--- config.mk ---
export PLATFORM = sky130hd
export DESIGN_NAME = rv32i_cpu
export DESIGN_NICKNAME = d
export VERILOG_FILES = /design/src/common/rv32i_pkg.sv /design/src/datapath/alu.sv /design/src/datapath/hazard_unit.sv /design/src/datapath/pipeline_datapath.sv /design/src/datapath/regfile.sv /design/src/source/inst_decoder.sv /design/src/source/rv32i_cpu.sv
export VERILOG_INCLUDE_DIRS = /design/src /design/src/common
export SDC_FILE = /design/constraint.sdc
export NUM_CORES = 2
export LEC_CHECK = 0
export BUFFER_PORTS_ARGS = -buffer_cell sky130_fd_sc_hd__buf_2
export CAP_MARGIN = 20
export CELL_PAD_IN_SITES_DETAIL_PLACEMENT = 1
export CELL_PAD_IN_SITES_GLOBAL_PLACEMENT = 2
export CORE_MARGIN = 5
export CORE_UTILIZATION = 46
export CTS_CLUSTER_DIAMETER = 40
export DETAILED_ROUTE_END_ITERATION = 6
export PLACE_DENSITY_LB_ADDON = 0.1
export SYNTH_ARGS = -nofsm -noshare
export SYNTH_HDL_FRONTEND = slang
export SYNTH_HIERARCHICAL = 1
export SYNTH_SLANG_ARGS = --single-unit
--- constraint.sdc ---
create_clock -name clk -period 9.1 [get_ports clk]
set_input_delay 0 -clock clk [delete_from_list [all_inputs] [get_ports clk]]
set_output_delay 0 -clock clk [all_outputs]
set_load 0.1 [all_outputs]
--- src/common/rv32i_consts.svh ---
// ========================================
// Width, opcode, funct3, ALU control and
// forwarding select macros
// ========================================
`ifndef RV32I_CONSTS_SVH
`define RV32I_CONSTS_SVH

`define XLEN       32
`define REG_ADDR_W 5

// Major opcodes in inst[6:0]
`define OPC_R       7'b0110011
`define OPC_I_ARITH 7'b0010011
`define OPC_LOAD    7'b0000011
`define OPC_JALR    7'b1100111
`define OPC_STORE   7'b0100011
`define OPC_BRANCH  7'b1100011
`define OPC_LUI     7'b0110111
`define OPC_AUIPC   7'b0010111
`define OPC_JAL     7'b1101111

`define ALU_ADD 5'b00000
`define ALU_SUB 5'b10000 // Also used for branch compares
`define ALU_AND 5'b00001
`define ALU_OR  5'b00010
`define ALU_XOR 5'b00011
`define ALU_SLL 5'b00100
`define ALU_SRL 5'b00101

`define F3_BEQ  3'b000
`define F3_BNE  3'b001
`define F3_BLT  3'b100
`define F3_BGE  3'b101
`define F3_BLTU 3'b110
`define F3_BGEU 3'b111

// Operand source in execute
`define FWD_REG 2'b00
`define FWD_WB  2'b01
`define FWD_MEM 2'b10

`endif

--- src/common/rv32i_pkg.sv ---
// ========================================
// Vector types shared across the core
// ========================================
package rv32i_pkg;
  `include "rv32i_consts.svh"

  typedef logic [`XLEN-1:0]       word_t;     // Data, address or instruction
  typedef logic [`REG_ADDR_W-1:0] reg_addr_t;
  typedef logic [4:0]             alu_ctrl_t;
  typedef logic [2:0]             funct3_t;

endpackage

--- src/datapath/alu.sv ---
// ========================================
// ALU with N, Z, C and V flags
// ========================================
`timescale 1ns/1ps
`include "rv32i_consts.svh"

module alu (
  input  rv32i_pkg::word_t     a,
  input  rv32i_pkg::word_t     b,
  input  rv32i_pkg::alu_ctrl_t alu_ctrl,
  output rv32i_pkg::word_t     result,
  output logic                 n,
  output logic                 z,
  output logic                 c,
  output logic                 v
);
  import rv32i_pkg::*;

  logic  sub;
  word_t b_op; // b inverted when subtracting
  word_t sum;

  assign sub      = (alu_ctrl == `ALU_SUB);
  assign b_op     = sub ? ~b : b;
  assign {c, sum} = {1'b0, a} + {1'b0, b_op} + {{`XLEN{1'b0}}, sub};

  // Signed overflow of the adder
  assign v = (a[`XLEN-1] == b_op[`XLEN-1]) && (sum[`XLEN-1] != a[`XLEN-1]);

  always_comb
  begin
    case (alu_ctrl)
      `ALU_AND: result = a & b;
      `ALU_OR:  result = a | b;
      `ALU_XOR: result = a ^ b;
      `ALU_SLL: result = a << b[4:0];
      `ALU_SRL: result = a >> b[4:0];
      default:  result = sum; // Add and subtract
    endcase
  end

  assign n = result[`XLEN-1];
  assign z = (result == '0);

endmodule

--- src/datapath/hazard_unit.sv ---
// ========================================
// Forwarding selects, decode bypass and
// load-use stall detection
// ========================================
`timescale 1ns/1ps
`include "rv32i_consts.svh"

module hazard_unit (
  input  rv32i_pkg::reg_addr_t id_rs1,
  input  rv32i_pkg::reg_addr_t id_rs2,
  input  rv32i_pkg::reg_addr_t ex_rs1,
  input  rv32i_pkg::reg_addr_t ex_rs2,
  input  rv32i_pkg::reg_addr_t ex_rd,
  input  rv32i_pkg::reg_addr_t mem_rd,
  input  rv32i_pkg::reg_addr_t wb_rd,
  input  logic                 ex_memtoreg,
  input  logic                 ex_alusrc,
  input  logic                 ex_mem_write_en,
  input  logic                 mem_regwrite,
  input  logic                 wb_regwrite,
  output logic [1:0]           fwd_a_sel,
  output logic [1:0]           fwd_b_sel,
  output logic                 id_bypass_rs1,
  output logic                 id_bypass_rs2,
  output logic [1:0]           store_fwd_sel,
  output logic                 stall
);

  logic       mem_valid;  // Memory stage writes a real register
  logic       wb_valid;
  logic       load_valid;
  logic [1:0] rs2_sel;

  assign mem_valid  = mem_regwrite && (mem_rd != '0);
  assign wb_valid   = wb_regwrite && (wb_rd != '0);
  assign load_valid = ex_memtoreg && (ex_rd != '0);

  // Younger result in the memory stage wins
  assign fwd_a_sel = (mem_valid && (mem_rd == ex_rs1)) ? `FWD_MEM :
                     (wb_valid && (wb_rd == ex_rs1))   ? `FWD_WB  : `FWD_REG;
  assign rs2_sel   = (mem_valid && (mem_rd == ex_rs2)) ? `FWD_MEM :
                     (wb_valid && (wb_rd == ex_rs2))   ? `FWD_WB  : `FWD_REG;

  assign fwd_b_sel     = ex_alusrc ? `FWD_REG : rs2_sel; // Immediate takes operand b
  assign store_fwd_sel = ex_mem_write_en ? rs2_sel : `FWD_REG;

  assign id_bypass_rs1 = wb_valid && (wb_rd == id_rs1);
  assign id_bypass_rs2 = wb_valid && (wb_rd == id_rs2);

  assign stall = load_valid && ((ex_rd == id_rs1) || (ex_rd == id_rs2));

endmodule

--- src/datapath/pipeline_datapath.sv ---
// ========================================
// PC, pipeline registers, operand muxes,
// branch resolution and write-back select
// ========================================
`timescale 1ns/1ps
`include "rv32i_consts.svh"

module pipeline_datapath (
  input  logic                 clk,
  input  logic                 reset,
  input  logic                 auipc,
  input  logic                 lui,
  input  logic                 alusrc,
  input  logic                 memtoreg,
  input  logic                 mem_write_en,
  input  logic                 branch,
  input  logic                 jal,
  input  logic                 jalr,
  input  logic                 regwrite,
  input  rv32i_pkg::alu_ctrl_t alu_ctrl,
  output rv32i_pkg::word_t     id_inst,
  output rv32i_pkg::word_t     pc,
  input  rv32i_pkg::word_t     inst,
  output logic                 mem_write,
  output rv32i_pkg::word_t     mem_addr,
  output rv32i_pkg::word_t     mem_wdata,
  input  rv32i_pkg::word_t     mem_rdata
);
  import rv32i_pkg::*;

  word_t      id_pc, rf_rs1, rf_rs2, id_a, id_b, id_alu_imm, id_offset;
  word_t      imm_i, imm_s, imm_b, imm_j, imm_u;
  reg_addr_t  id_rs1, id_rs2;
  logic [8:0] id_ctrl, ex_ctrl;
  word_t      ex_pc, ex_a, ex_b, ex_imm, ex_offset;
  word_t      ex_rs1_fwd, ex_rs2_fwd, alu_a, alu_b, alu_result, target;
  funct3_t    ex_funct3;
  reg_addr_t  ex_rs1, ex_rs2, ex_rd, ma_rd, wb_rd;
  alu_ctrl_t  ex_alu_ctrl;
  logic       ex_auipc, ex_lui, ex_alusrc, ex_memtoreg, ex_mem_write_en;
  logic       ex_branch, ex_jal, ex_jalr, ex_regwrite;
  logic       n, z, c, v, cond, redirect;
  word_t      ma_pc, wb_pc, wb_alu, wb_rdata, wb_data;
  logic       ma_memtoreg, ma_regwrite, ma_jump, wb_memtoreg, wb_regwrite, wb_jump;
  logic [1:0] fwd_a_sel, fwd_b_sel, store_fwd_sel;
  logic       id_bypass_rs1, id_bypass_rs2, stall;

  function automatic word_t fwd_pick(input logic [1:0] sel, input word_t reg_val,
                                     input word_t mem_val, input word_t wb_val);
    case (sel)
      `FWD_MEM: fwd_pick = mem_val;
      `FWD_WB:  fwd_pick = wb_val;
      default:  fwd_pick = reg_val;
    endcase
  endfunction

  // Redirect takes priority over a stall in fetch
  always_ff @(posedge clk or posedge reset)
  begin
    if (reset)
    begin
      pc      <= '0;
      id_inst <= '0; // Opcode 0 decodes as a no-op
    end
    else if (redirect)
    begin
      pc      <= target;
      id_inst <= '0;
    end
    else if (!stall)
    begin
      pc      <= pc + word_t'(4);
      id_inst <= inst;
    end
  end

  always_ff @(posedge clk)
  begin
    if (!stall)
      id_pc <= pc;
  end

  // Decode
  assign id_rs1 = id_inst[19:15];
  assign id_rs2 = id_inst[24:20];
  assign imm_i  = {{20{id_inst[31]}}, id_inst[31:20]};
  assign imm_s  = {{20{id_inst[31]}}, id_inst[31:25], id_inst[11:7]};
  assign imm_b  = {{20{id_inst[31]}}, id_inst[7], id_inst[30:25], id_inst[11:8], 1'b0};
  assign imm_j  = {{12{id_inst[31]}}, id_inst[19:12], id_inst[20], id_inst[30:21], 1'b0};
  assign imm_u  = {id_inst[31:12], 12'b0};

  assign id_alu_imm = (auipc || lui) ? imm_u : (mem_write_en ? imm_s : imm_i);
  assign id_offset  = jal ? imm_j : imm_b;
  assign id_a       = id_bypass_rs1 ? wb_data : rf_rs1; // Same-cycle write-back
  assign id_b       = id_bypass_rs2 ? wb_data : rf_rs2;
  assign id_ctrl    = {auipc, lui, alusrc, memtoreg, mem_write_en, branch, jal, jalr, regwrite};

  assign {ex_auipc, ex_lui, ex_alusrc, ex_memtoreg, ex_mem_write_en,
          ex_branch, ex_jal, ex_jalr, ex_regwrite} = ex_ctrl;

  always_ff @(posedge clk or posedge reset)
  begin
    if (reset)
      ex_ctrl <= '0;
    else
      ex_ctrl <= (stall || redirect) ? '0 : id_ctrl; // Bubble into execute
  end

  always_ff @(posedge clk)
  begin
    ex_pc       <= id_pc;
    ex_funct3   <= id_inst[14:12];
    ex_rs1      <= id_rs1;
    ex_rs2      <= id_rs2;
    ex_rd       <= id_inst[11:7];
    ex_a        <= id_a;
    ex_b        <= id_b;
    ex_imm      <= id_alu_imm;
    ex_offset   <= id_offset;
    ex_alu_ctrl <= alu_ctrl;
  end

  // Execute
  assign ex_rs1_fwd = fwd_pick(fwd_a_sel, ex_a, mem_addr, wb_data);
  assign ex_rs2_fwd = fwd_pick(fwd_b_sel, ex_b, mem_addr, wb_data);
  assign alu_a      = ex_auipc ? ex_pc : (ex_lui ? '0 : ex_rs1_fwd);
  assign alu_b      = ex_alusrc ? ex_imm : ex_rs2_fwd;

  always_comb
  begin
    case (ex_funct3)
      `F3_BEQ:  cond = z;
      `F3_BNE:  cond = !z;
      `F3_BLT:  cond = (n != v);
      `F3_BGE:  cond = (n == v);
      `F3_BLTU: cond = !c; // Borrow out of a - b
      `F3_BGEU: cond = c;
      default:  cond = 1'b0;
    endcase
  end

  assign redirect = (ex_branch && cond) || ex_jal || ex_jalr;
  assign target   = ex_jalr ? {alu_result[31:1], 1'b0} : ex_pc + ex_offset;

  // Memory and write-back control
  always_ff @(posedge clk or posedge reset)
  begin
    if (reset)
    begin
      mem_write   <= 1'b0;
      ma_memtoreg <= 1'b0;
      ma_regwrite <= 1'b0;
      ma_jump     <= 1'b0;
      wb_memtoreg <= 1'b0;
      wb_regwrite <= 1'b0;
      wb_jump     <= 1'b0;
    end
    else
    begin
      mem_write   <= ex_mem_write_en;
      ma_memtoreg <= ex_memtoreg;
      ma_regwrite <= ex_regwrite;
      ma_jump     <= ex_jal || ex_jalr;
      wb_memtoreg <= ma_memtoreg;
      wb_regwrite <= ma_regwrite;
      wb_jump     <= ma_jump;
    end
  end

  always_ff @(posedge clk)
  begin
    ma_pc     <= ex_pc;
    ma_rd     <= ex_rd;
    mem_addr  <= alu_result;
    mem_wdata <= fwd_pick(store_fwd_sel, ex_b, mem_addr, wb_data);
    wb_pc     <= ma_pc;
    wb_rd     <= ma_rd;
    wb_alu    <= mem_addr;
    wb_rdata  <= mem_rdata;
  end

  always_comb
  begin
    if (wb_jump)
      wb_data = wb_pc + word_t'(4); // Link address
    else if (wb_memtoreg)
      wb_data = wb_rdata;
    else
      wb_data = wb_alu;
  end

  regfile u_regfile (
    .clk      (clk),
    .we       (wb_regwrite),
    .rs1      (id_rs1),
    .rs2      (id_rs2),
    .rd       (wb_rd),
    .rd_data  (wb_data),
    .rs1_data (rf_rs1),
    .rs2_data (rf_rs2)
  );

  alu u_alu (
    .a        (alu_a),
    .b        (alu_b),
    .alu_ctrl (ex_alu_ctrl),
    .result   (alu_result),
    .n        (n),
    .z        (z),
    .c        (c),
    .v        (v)
  );

  hazard_unit u_hazard (
    .id_rs1          (id_rs1),
    .id_rs2          (id_rs2),
    .ex_rs1          (ex_rs1),
    .ex_rs2          (ex_rs2),
    .ex_rd           (ex_rd),
    .mem_rd          (ma_rd),
    .wb_rd           (wb_rd),
    .ex_memtoreg     (ex_memtoreg),
    .ex_alusrc       (ex_alusrc),
    .ex_mem_write_en (ex_mem_write_en),
    .mem_regwrite    (ma_regwrite),
    .wb_regwrite     (wb_regwrite),
    .fwd_a_sel       (fwd_a_sel),
    .fwd_b_sel       (fwd_b_sel),
    .id_bypass_rs1   (id_bypass_rs1),
    .id_bypass_rs2   (id_bypass_rs2),
    .store_fwd_sel   (store_fwd_sel),
    .stall           (stall)
  );

endmodule

--- src/datapath/regfile.sv ---
// ========================================
// 32-entry register file, x0 reads zero
// ========================================
`timescale 1ns/1ps

module regfile (
  input  logic                 clk,
  input  logic                 we,
  input  rv32i_pkg::reg_addr_t rs1,
  input  rv32i_pkg::reg_addr_t rs2,
  input  rv32i_pkg::reg_addr_t rd,
  input  rv32i_pkg::word_t     rd_data,
  output rv32i_pkg::word_t     rs1_data,
  output rv32i_pkg::word_t     rs2_data
);
  import rv32i_pkg::*;

  word_t regs [1:31]; // No storage behind x0

  always_ff @(posedge clk)
  begin
    if (we && (rd != '0))
      regs[rd] <= rd_data;
  end

  assign rs1_data = (rs1 == '0) ? '0 : regs[rs1];
  assign rs2_data = (rs2 == '0) ? '0 : regs[rs2];

endmodule

--- src/source/inst_decoder.sv ---
// ========================================
// Main and ALU decode of the IF/ID word
// ========================================
`timescale 1ns/1ps
`include "rv32i_consts.svh"

module inst_decoder (
  input  rv32i_pkg::word_t     inst,
  output logic                 auipc,
  output logic                 lui,
  output logic                 alusrc,
  output logic                 memtoreg,
  output logic                 mem_write_en,
  output logic                 branch,
  output logic                 jal,
  output logic                 jalr,
  output logic                 regwrite,
  output rv32i_pkg::alu_ctrl_t alu_ctrl
);
  import rv32i_pkg::*;

  logic [6:0] opcode;
  logic [6:0] funct7;
  funct3_t    funct3;
  logic [8:0] ctrl;

  assign opcode = inst[6:0];
  assign funct3 = inst[14:12];
  assign funct7 = inst[31:25];

  assign {auipc, lui, regwrite, alusrc, memtoreg, mem_write_en, branch, jal, jalr} = ctrl;

  always_comb
  begin
    case (opcode)
      `OPC_R:       ctrl = 9'b001_000_000;
      `OPC_I_ARITH: ctrl = 9'b001_100_000;
      `OPC_LOAD:    ctrl = 9'b001_110_000;
      `OPC_JALR:    ctrl = 9'b001_100_001;
      `OPC_STORE:   ctrl = 9'b000_101_000;
      `OPC_BRANCH:  ctrl = 9'b000_000_100;
      `OPC_LUI:     ctrl = 9'b011_100_000;
      `OPC_AUIPC:   ctrl = 9'b101_100_000;
      `OPC_JAL:     ctrl = 9'b001_100_010;
      default:      ctrl = 9'b000_000_000; // Unknown opcode is a no-op
    endcase
  end

  // ALU decode defaults to add
  always_comb
  begin
    case (opcode)
      `OPC_R:
        case ({funct7, funct3})
          10'b0100000_000: alu_ctrl = `ALU_SUB;
          10'b0000000_111: alu_ctrl = `ALU_AND;
          10'b0000000_110: alu_ctrl = `ALU_OR;
          10'b0000000_100: alu_ctrl = `ALU_XOR;
          10'b0000000_001: alu_ctrl = `ALU_SLL;
          10'b0000000_101: alu_ctrl = `ALU_SRL;
          default:         alu_ctrl = `ALU_ADD;
        endcase
      `OPC_I_ARITH:
        case (funct3)
          3'b111:  alu_ctrl = `ALU_AND;
          3'b110:  alu_ctrl = `ALU_OR;
          3'b100:  alu_ctrl = `ALU_XOR;
          3'b001:  alu_ctrl = `ALU_SLL;
          3'b101:  alu_ctrl = `ALU_SRL;
          default: alu_ctrl = `ALU_ADD;
        endcase
      `OPC_BRANCH: alu_ctrl = `ALU_SUB; // Compare via flags
      default:     alu_ctrl = `ALU_ADD;
    endcase
  end

endmodule

--- src/source/rv32i_cpu.sv ---
// ========================================
// Pipelined RV32I core top level
// ========================================
`timescale 1ns/1ps

module rv32i_cpu (
  input  logic             clk,
  input  logic             reset,
  output rv32i_pkg::word_t pc,
  input  rv32i_pkg::word_t inst,
  output logic             mem_write,
  output rv32i_pkg::word_t mem_addr,
  output rv32i_pkg::word_t mem_wdata,
  input  rv32i_pkg::word_t mem_rdata
);
  import rv32i_pkg::*;

  word_t     id_inst;  // IF/ID instruction
  alu_ctrl_t alu_ctrl;
  logic      auipc, lui, alusrc, memtoreg;
  logic      mem_write_en, branch, jal, jalr, regwrite;

  inst_decoder u_decoder (
    .inst         (id_inst),
    .auipc        (auipc),
    .lui          (lui),
    .alusrc       (alusrc),
    .memtoreg     (memtoreg),
    .mem_write_en (mem_write_en),
    .branch       (branch),
    .jal          (jal),
    .jalr         (jalr),
    .regwrite     (regwrite),
    .alu_ctrl     (alu_ctrl)
  );

  pipeline_datapath u_datapath (
    .clk          (clk),
    .reset        (reset),
    .auipc        (auipc),
    .lui          (lui),
    .alusrc       (alusrc),
    .memtoreg     (memtoreg),
    .mem_write_en (mem_write_en),
    .branch       (branch),
    .jal          (jal),
    .jalr         (jalr),
    .regwrite     (regwrite),
    .alu_ctrl     (alu_ctrl),
    .id_inst      (id_inst),
    .pc           (pc),
    .inst         (inst),
    .mem_write    (mem_write),
    .mem_addr     (mem_addr),
    .mem_wdata    (mem_wdata),
    .mem_rdata    (mem_rdata)
  );

endmodule
==> key figures <==
Timing
  • Finish-stage setup viols: 0
  • Max_slew headroom: 8.16%
  • Minimum clock period: 8.69 ns
  • Fmax: 115 MHz
  • RSZ-0062 raised after global routing: no
  • Setup TNS: 0 ns
  • Part of the cycle the worst path needs: 95.5%
  • Pin slew with the least headroom to its limit: 1.36 ns
  • Clock Skew: 0.0715 ns
  • Max-slew violations: 0
  • Fin. Hold Viols: 0

Power
  • Pleak: 31.8 nW
  • Maximum vdd drop: 0.300 mV
  • Total power draw: 24.6 mW
  • Power density cells: 280 mW/mm²

Placement
  • Port Buffers: 162
  • Placed Area: 0.0785 mm²
  • Gp weighted congestion: 1.01
  • Post-DP HPWL: 201 mm

Clock tree
  • Clk sink count: 1476
  • Root Buffer: clkbuf_16
  • Setup Buffers After CTS: 0
  • Reg clk slew, reported paths: 0.06 ns
  • Clk_lat worst skew: 0.88 ns
  • H-tree depth: 4
  • CTS max path bufs: 3
  • CTS tree: built
  • Total CTS buffers: 220

Yosys
  • Post-Syn Instances: 5627
  • Top-area cell type share of the netlist area: 41.2%
  • Ys flop type: edfxtp_1
  • Yosys cell types: 113
  • Yosys reg bits: 1476
  • Yosys warning count: 6
  • Post-synthesis area per instance: 13.3 µm²
  • Seq/Total Area, Yosys: 53.8%
  • Post-synth top area cell: edfxtp_1
  • Post-synth ARST share: 5.42%
  • Synth Cell Area: 0.0747 mm²
  • Top cells by area, synth: edfxtp_1, mux4_2, dfxtp_1, mux2i_1, dfrtp_1
  • Post-synth EDFFs: 1024
  • Mapped Nets: 5832

Layout
  • Most flops, register: u_datapath/u_regfile/regs
  • Design Area, Final: 0.0877 mm²
  • Fraction of layout cells with a size suffix above 1: 24.1%
  • Fillers: 15639
  • Area growth syn-to-layout: 17.3%
  • Max reg flops: 992
  • Layout Nets: 6146

Routing
  • WL final: 306 mm
  • Avg WL per Cell: 36.8 µm
  • Post-DRT Antenna Nets: 0
  • DR vias: 55228
  • DR iter-0 viols: 6393
  • Drt pass-1 iters: 5
  • Via density: 6.65
  • DRC viols: 0

Floorplanning
  • Chip Width: 413 µm
  • Die area: 0.171 mm²
  • Core area: 0.161 mm²
  • Initial Utilization: 46.4%
  • Boundary Pins: 163
  • FP Rows: 147
  • Die height: 413 µm

Global routing
  • GRT Overall Usage: 35.4%
  • Vias in the first global route: 56106
  • First-pass GRT wire length: 429 mm
  • Overflow after GRT: 0
  • Pin count of the biggest net entering global routing: 121
  • Antenna violations before repair: 29

Status
  • Status: completed

Worst setup path
  • Slowest-stage cell, CP: o21ai_0
  • Max stage delay on crit path: 0.87 ns
  • CP Launch Type: register
  • CP Class: register to register
  • WP data required: 9.78 ns
  • WP data arrival: 9.37 ns
  • Worst Setup End Kind: register
  • Crit Path Max Fanout: 32

Worst hold path
  • Hold crit path type: register to register

Flow run
  • Maxcap violations: 0
[metal layers]
layer  share of wire [%]  vias to the layer above  global-route usage, %
li1                    -                    22668                      -
met1                  41                    28999                   48.5
met2                  45                     2912                   54.1
met3                 8.5                      645                   7.08
met4                 5.6                        4                   17.3
met5              0.0088                        -                      0
[worst paths after layout]
path	from	endpoint	slack (ns)	cells past startpoint
setup reg to reg	u_datapath/ma_rd[3]	u_datapath/pc[11]	0.41	28
hold reg to reg	u_datapath/id_pc[4]	u_datapath/ex_pc[4]	0.30	0
hold / removal	u_datapath/id_pc[4]	u_datapath/ex_pc[4]	0.30	0
max in group asynchronous	reset	u_datapath/wb_jump	7.52	5
setup / recovery	u_datapath/ma_rd[3]	u_datapath/pc[11]	0.41	28
min in group asynchronous	reset	u_datapath/id_inst[17]	0.37	4
[cell type report]
type | instances | area (µm²) | share of cell area, %
tap | 2160 | 2700 | 3.08
multi-input combinational | 3591 | 32400 | 37.0
sequential | 1476 | 40200 | 45.9
clock inverter | 160 | 1900 | 2.16
clock buffer | 260 | 5900 | 6.73
inverter | 125 | 470 | 0.537
timing repair buffer | 527 | 4030 | 4.59
antenna | 9 | 22.5 | 0.0257
[cells in the final DEF, fill, tap and decap left out, types with 49 or more instances in the layout]
cell type,netlist,routed
edfxtp_1,1024,1024
mux2i_1,436,436
mux4_2,396,396
dfxtp_1,372,372
nand2_1,336,335
nor2_1,313,278
a21oi_1,258,253
clkbuf_16,0,227
buf_4,51,223
buf_2,82,162
a22oi_1,154,154
o21ai_0,139,134
ha_1,137,134
dlygate4sd3_1,0,130
mux2_2,129,129
inv_1,122,120
nand3_1,114,112
xnor2_1,97,97
a22o_1,67,67
dfrtp_1,80,67
nor2b_1,69,64
xor2_1,63,63
a211oi_1,62,62
a221oi_1,56,56
and2_1,57,55
nor3_1,51,51
nand4_1,49,49
a21o_1,49,49
[stage by stage]
step	util, %	cells	worst slack [ns]	hold slack [ns]
after floorplan	-	5627	0.973	0.0277
final	54.5	8308	0.410	0.299
after detailed placement	48.8	7749	0.361	0.105
after CTS	54.5	8299	0.242	0.251
after global placement	48.8	7744	0.431	0.104
after global routing	54.5	8301	0.0285	0.308
[worst max-delay path, delay by kind of cell, from the launching register on]
kind | cells | cell delay, ns
AO/OA/AOI/OAI | 10 | 3.50
AND/OR/NAND/NOR | 11 | 2.51
adder cells (fa/ha/maj) | 2 | 1.12
buffers and inverters | 3 | 0.49
XOR/XNOR | 2 | 0.44
flip-flops | 1 | 0.40
[where the power goes]
| group | switching (mW) | leakage, nW | internal (mW) | total (mW) |
|---|---|---|---|---|
| Clock | 3.44 | 3.76 | 5.37 | 8.82 |
| Combinational | 4.62 | 14.6 | 1.75 | 6.38 |
| Sequential | 0.931 | 13.4 | 8.46 | 9.39 |
| Total | 9.00 | 31.8 | 15.6 | 24.6 |
[logic make-up after synthesis]
| logic type | count (synthesis) | synth area share [%] |
|---|---|---|
| multiplexers | 977 | 20.2 |
| buffers and inverters | 560 | 3.52 |
| AO/OA/AOI/OAI | 1149 | 10.7 |
| flip-flops | 1476 | 53.8 |
| adder cells (fa/ha/maj) | 139 | 2.35 |
| AND/OR/NAND/NOR | 1165 | 7.55 |
| XOR/XNOR | 160 | 1.88 |
| other | 1 | 0.00502 |
[synthesized netlist by cell type (all sizes together), types with 11 or more instances]
library cell,instances
dfxtp,372
and2,57
o21a,18
o211ai,28
or4,11
a311o,32
mux2,133
a211o,37
a22oi,154
or3,15
a22o,67
nand2,336
a211oi,64
or2,15
a21oi,265
a221oi,56
nor4,26
clkbuf,242
inv,124
a21o,52
nand4,50
o22ai,21
o31ai,16
and3,38
nand2b,25
mux4,407
o21ai,200
xnor2,97
nor2,314
nor2b,69
nor3,53
a31oi,35
dfrtp,80
ha,137
mux2i,437
xor2,63
edfxtp,1024
nand3,114
buf,193
[what timing repair did]
item | 4_1_cts | 5_1_grt
hold buffers | 130 | 0
resized for setup | 0 | 1
hold endpoints to repair | 144 | 0
endpoints found under the setup margin | 0 | 10
No activity file was read; power rests on OpenSTA's default activity.
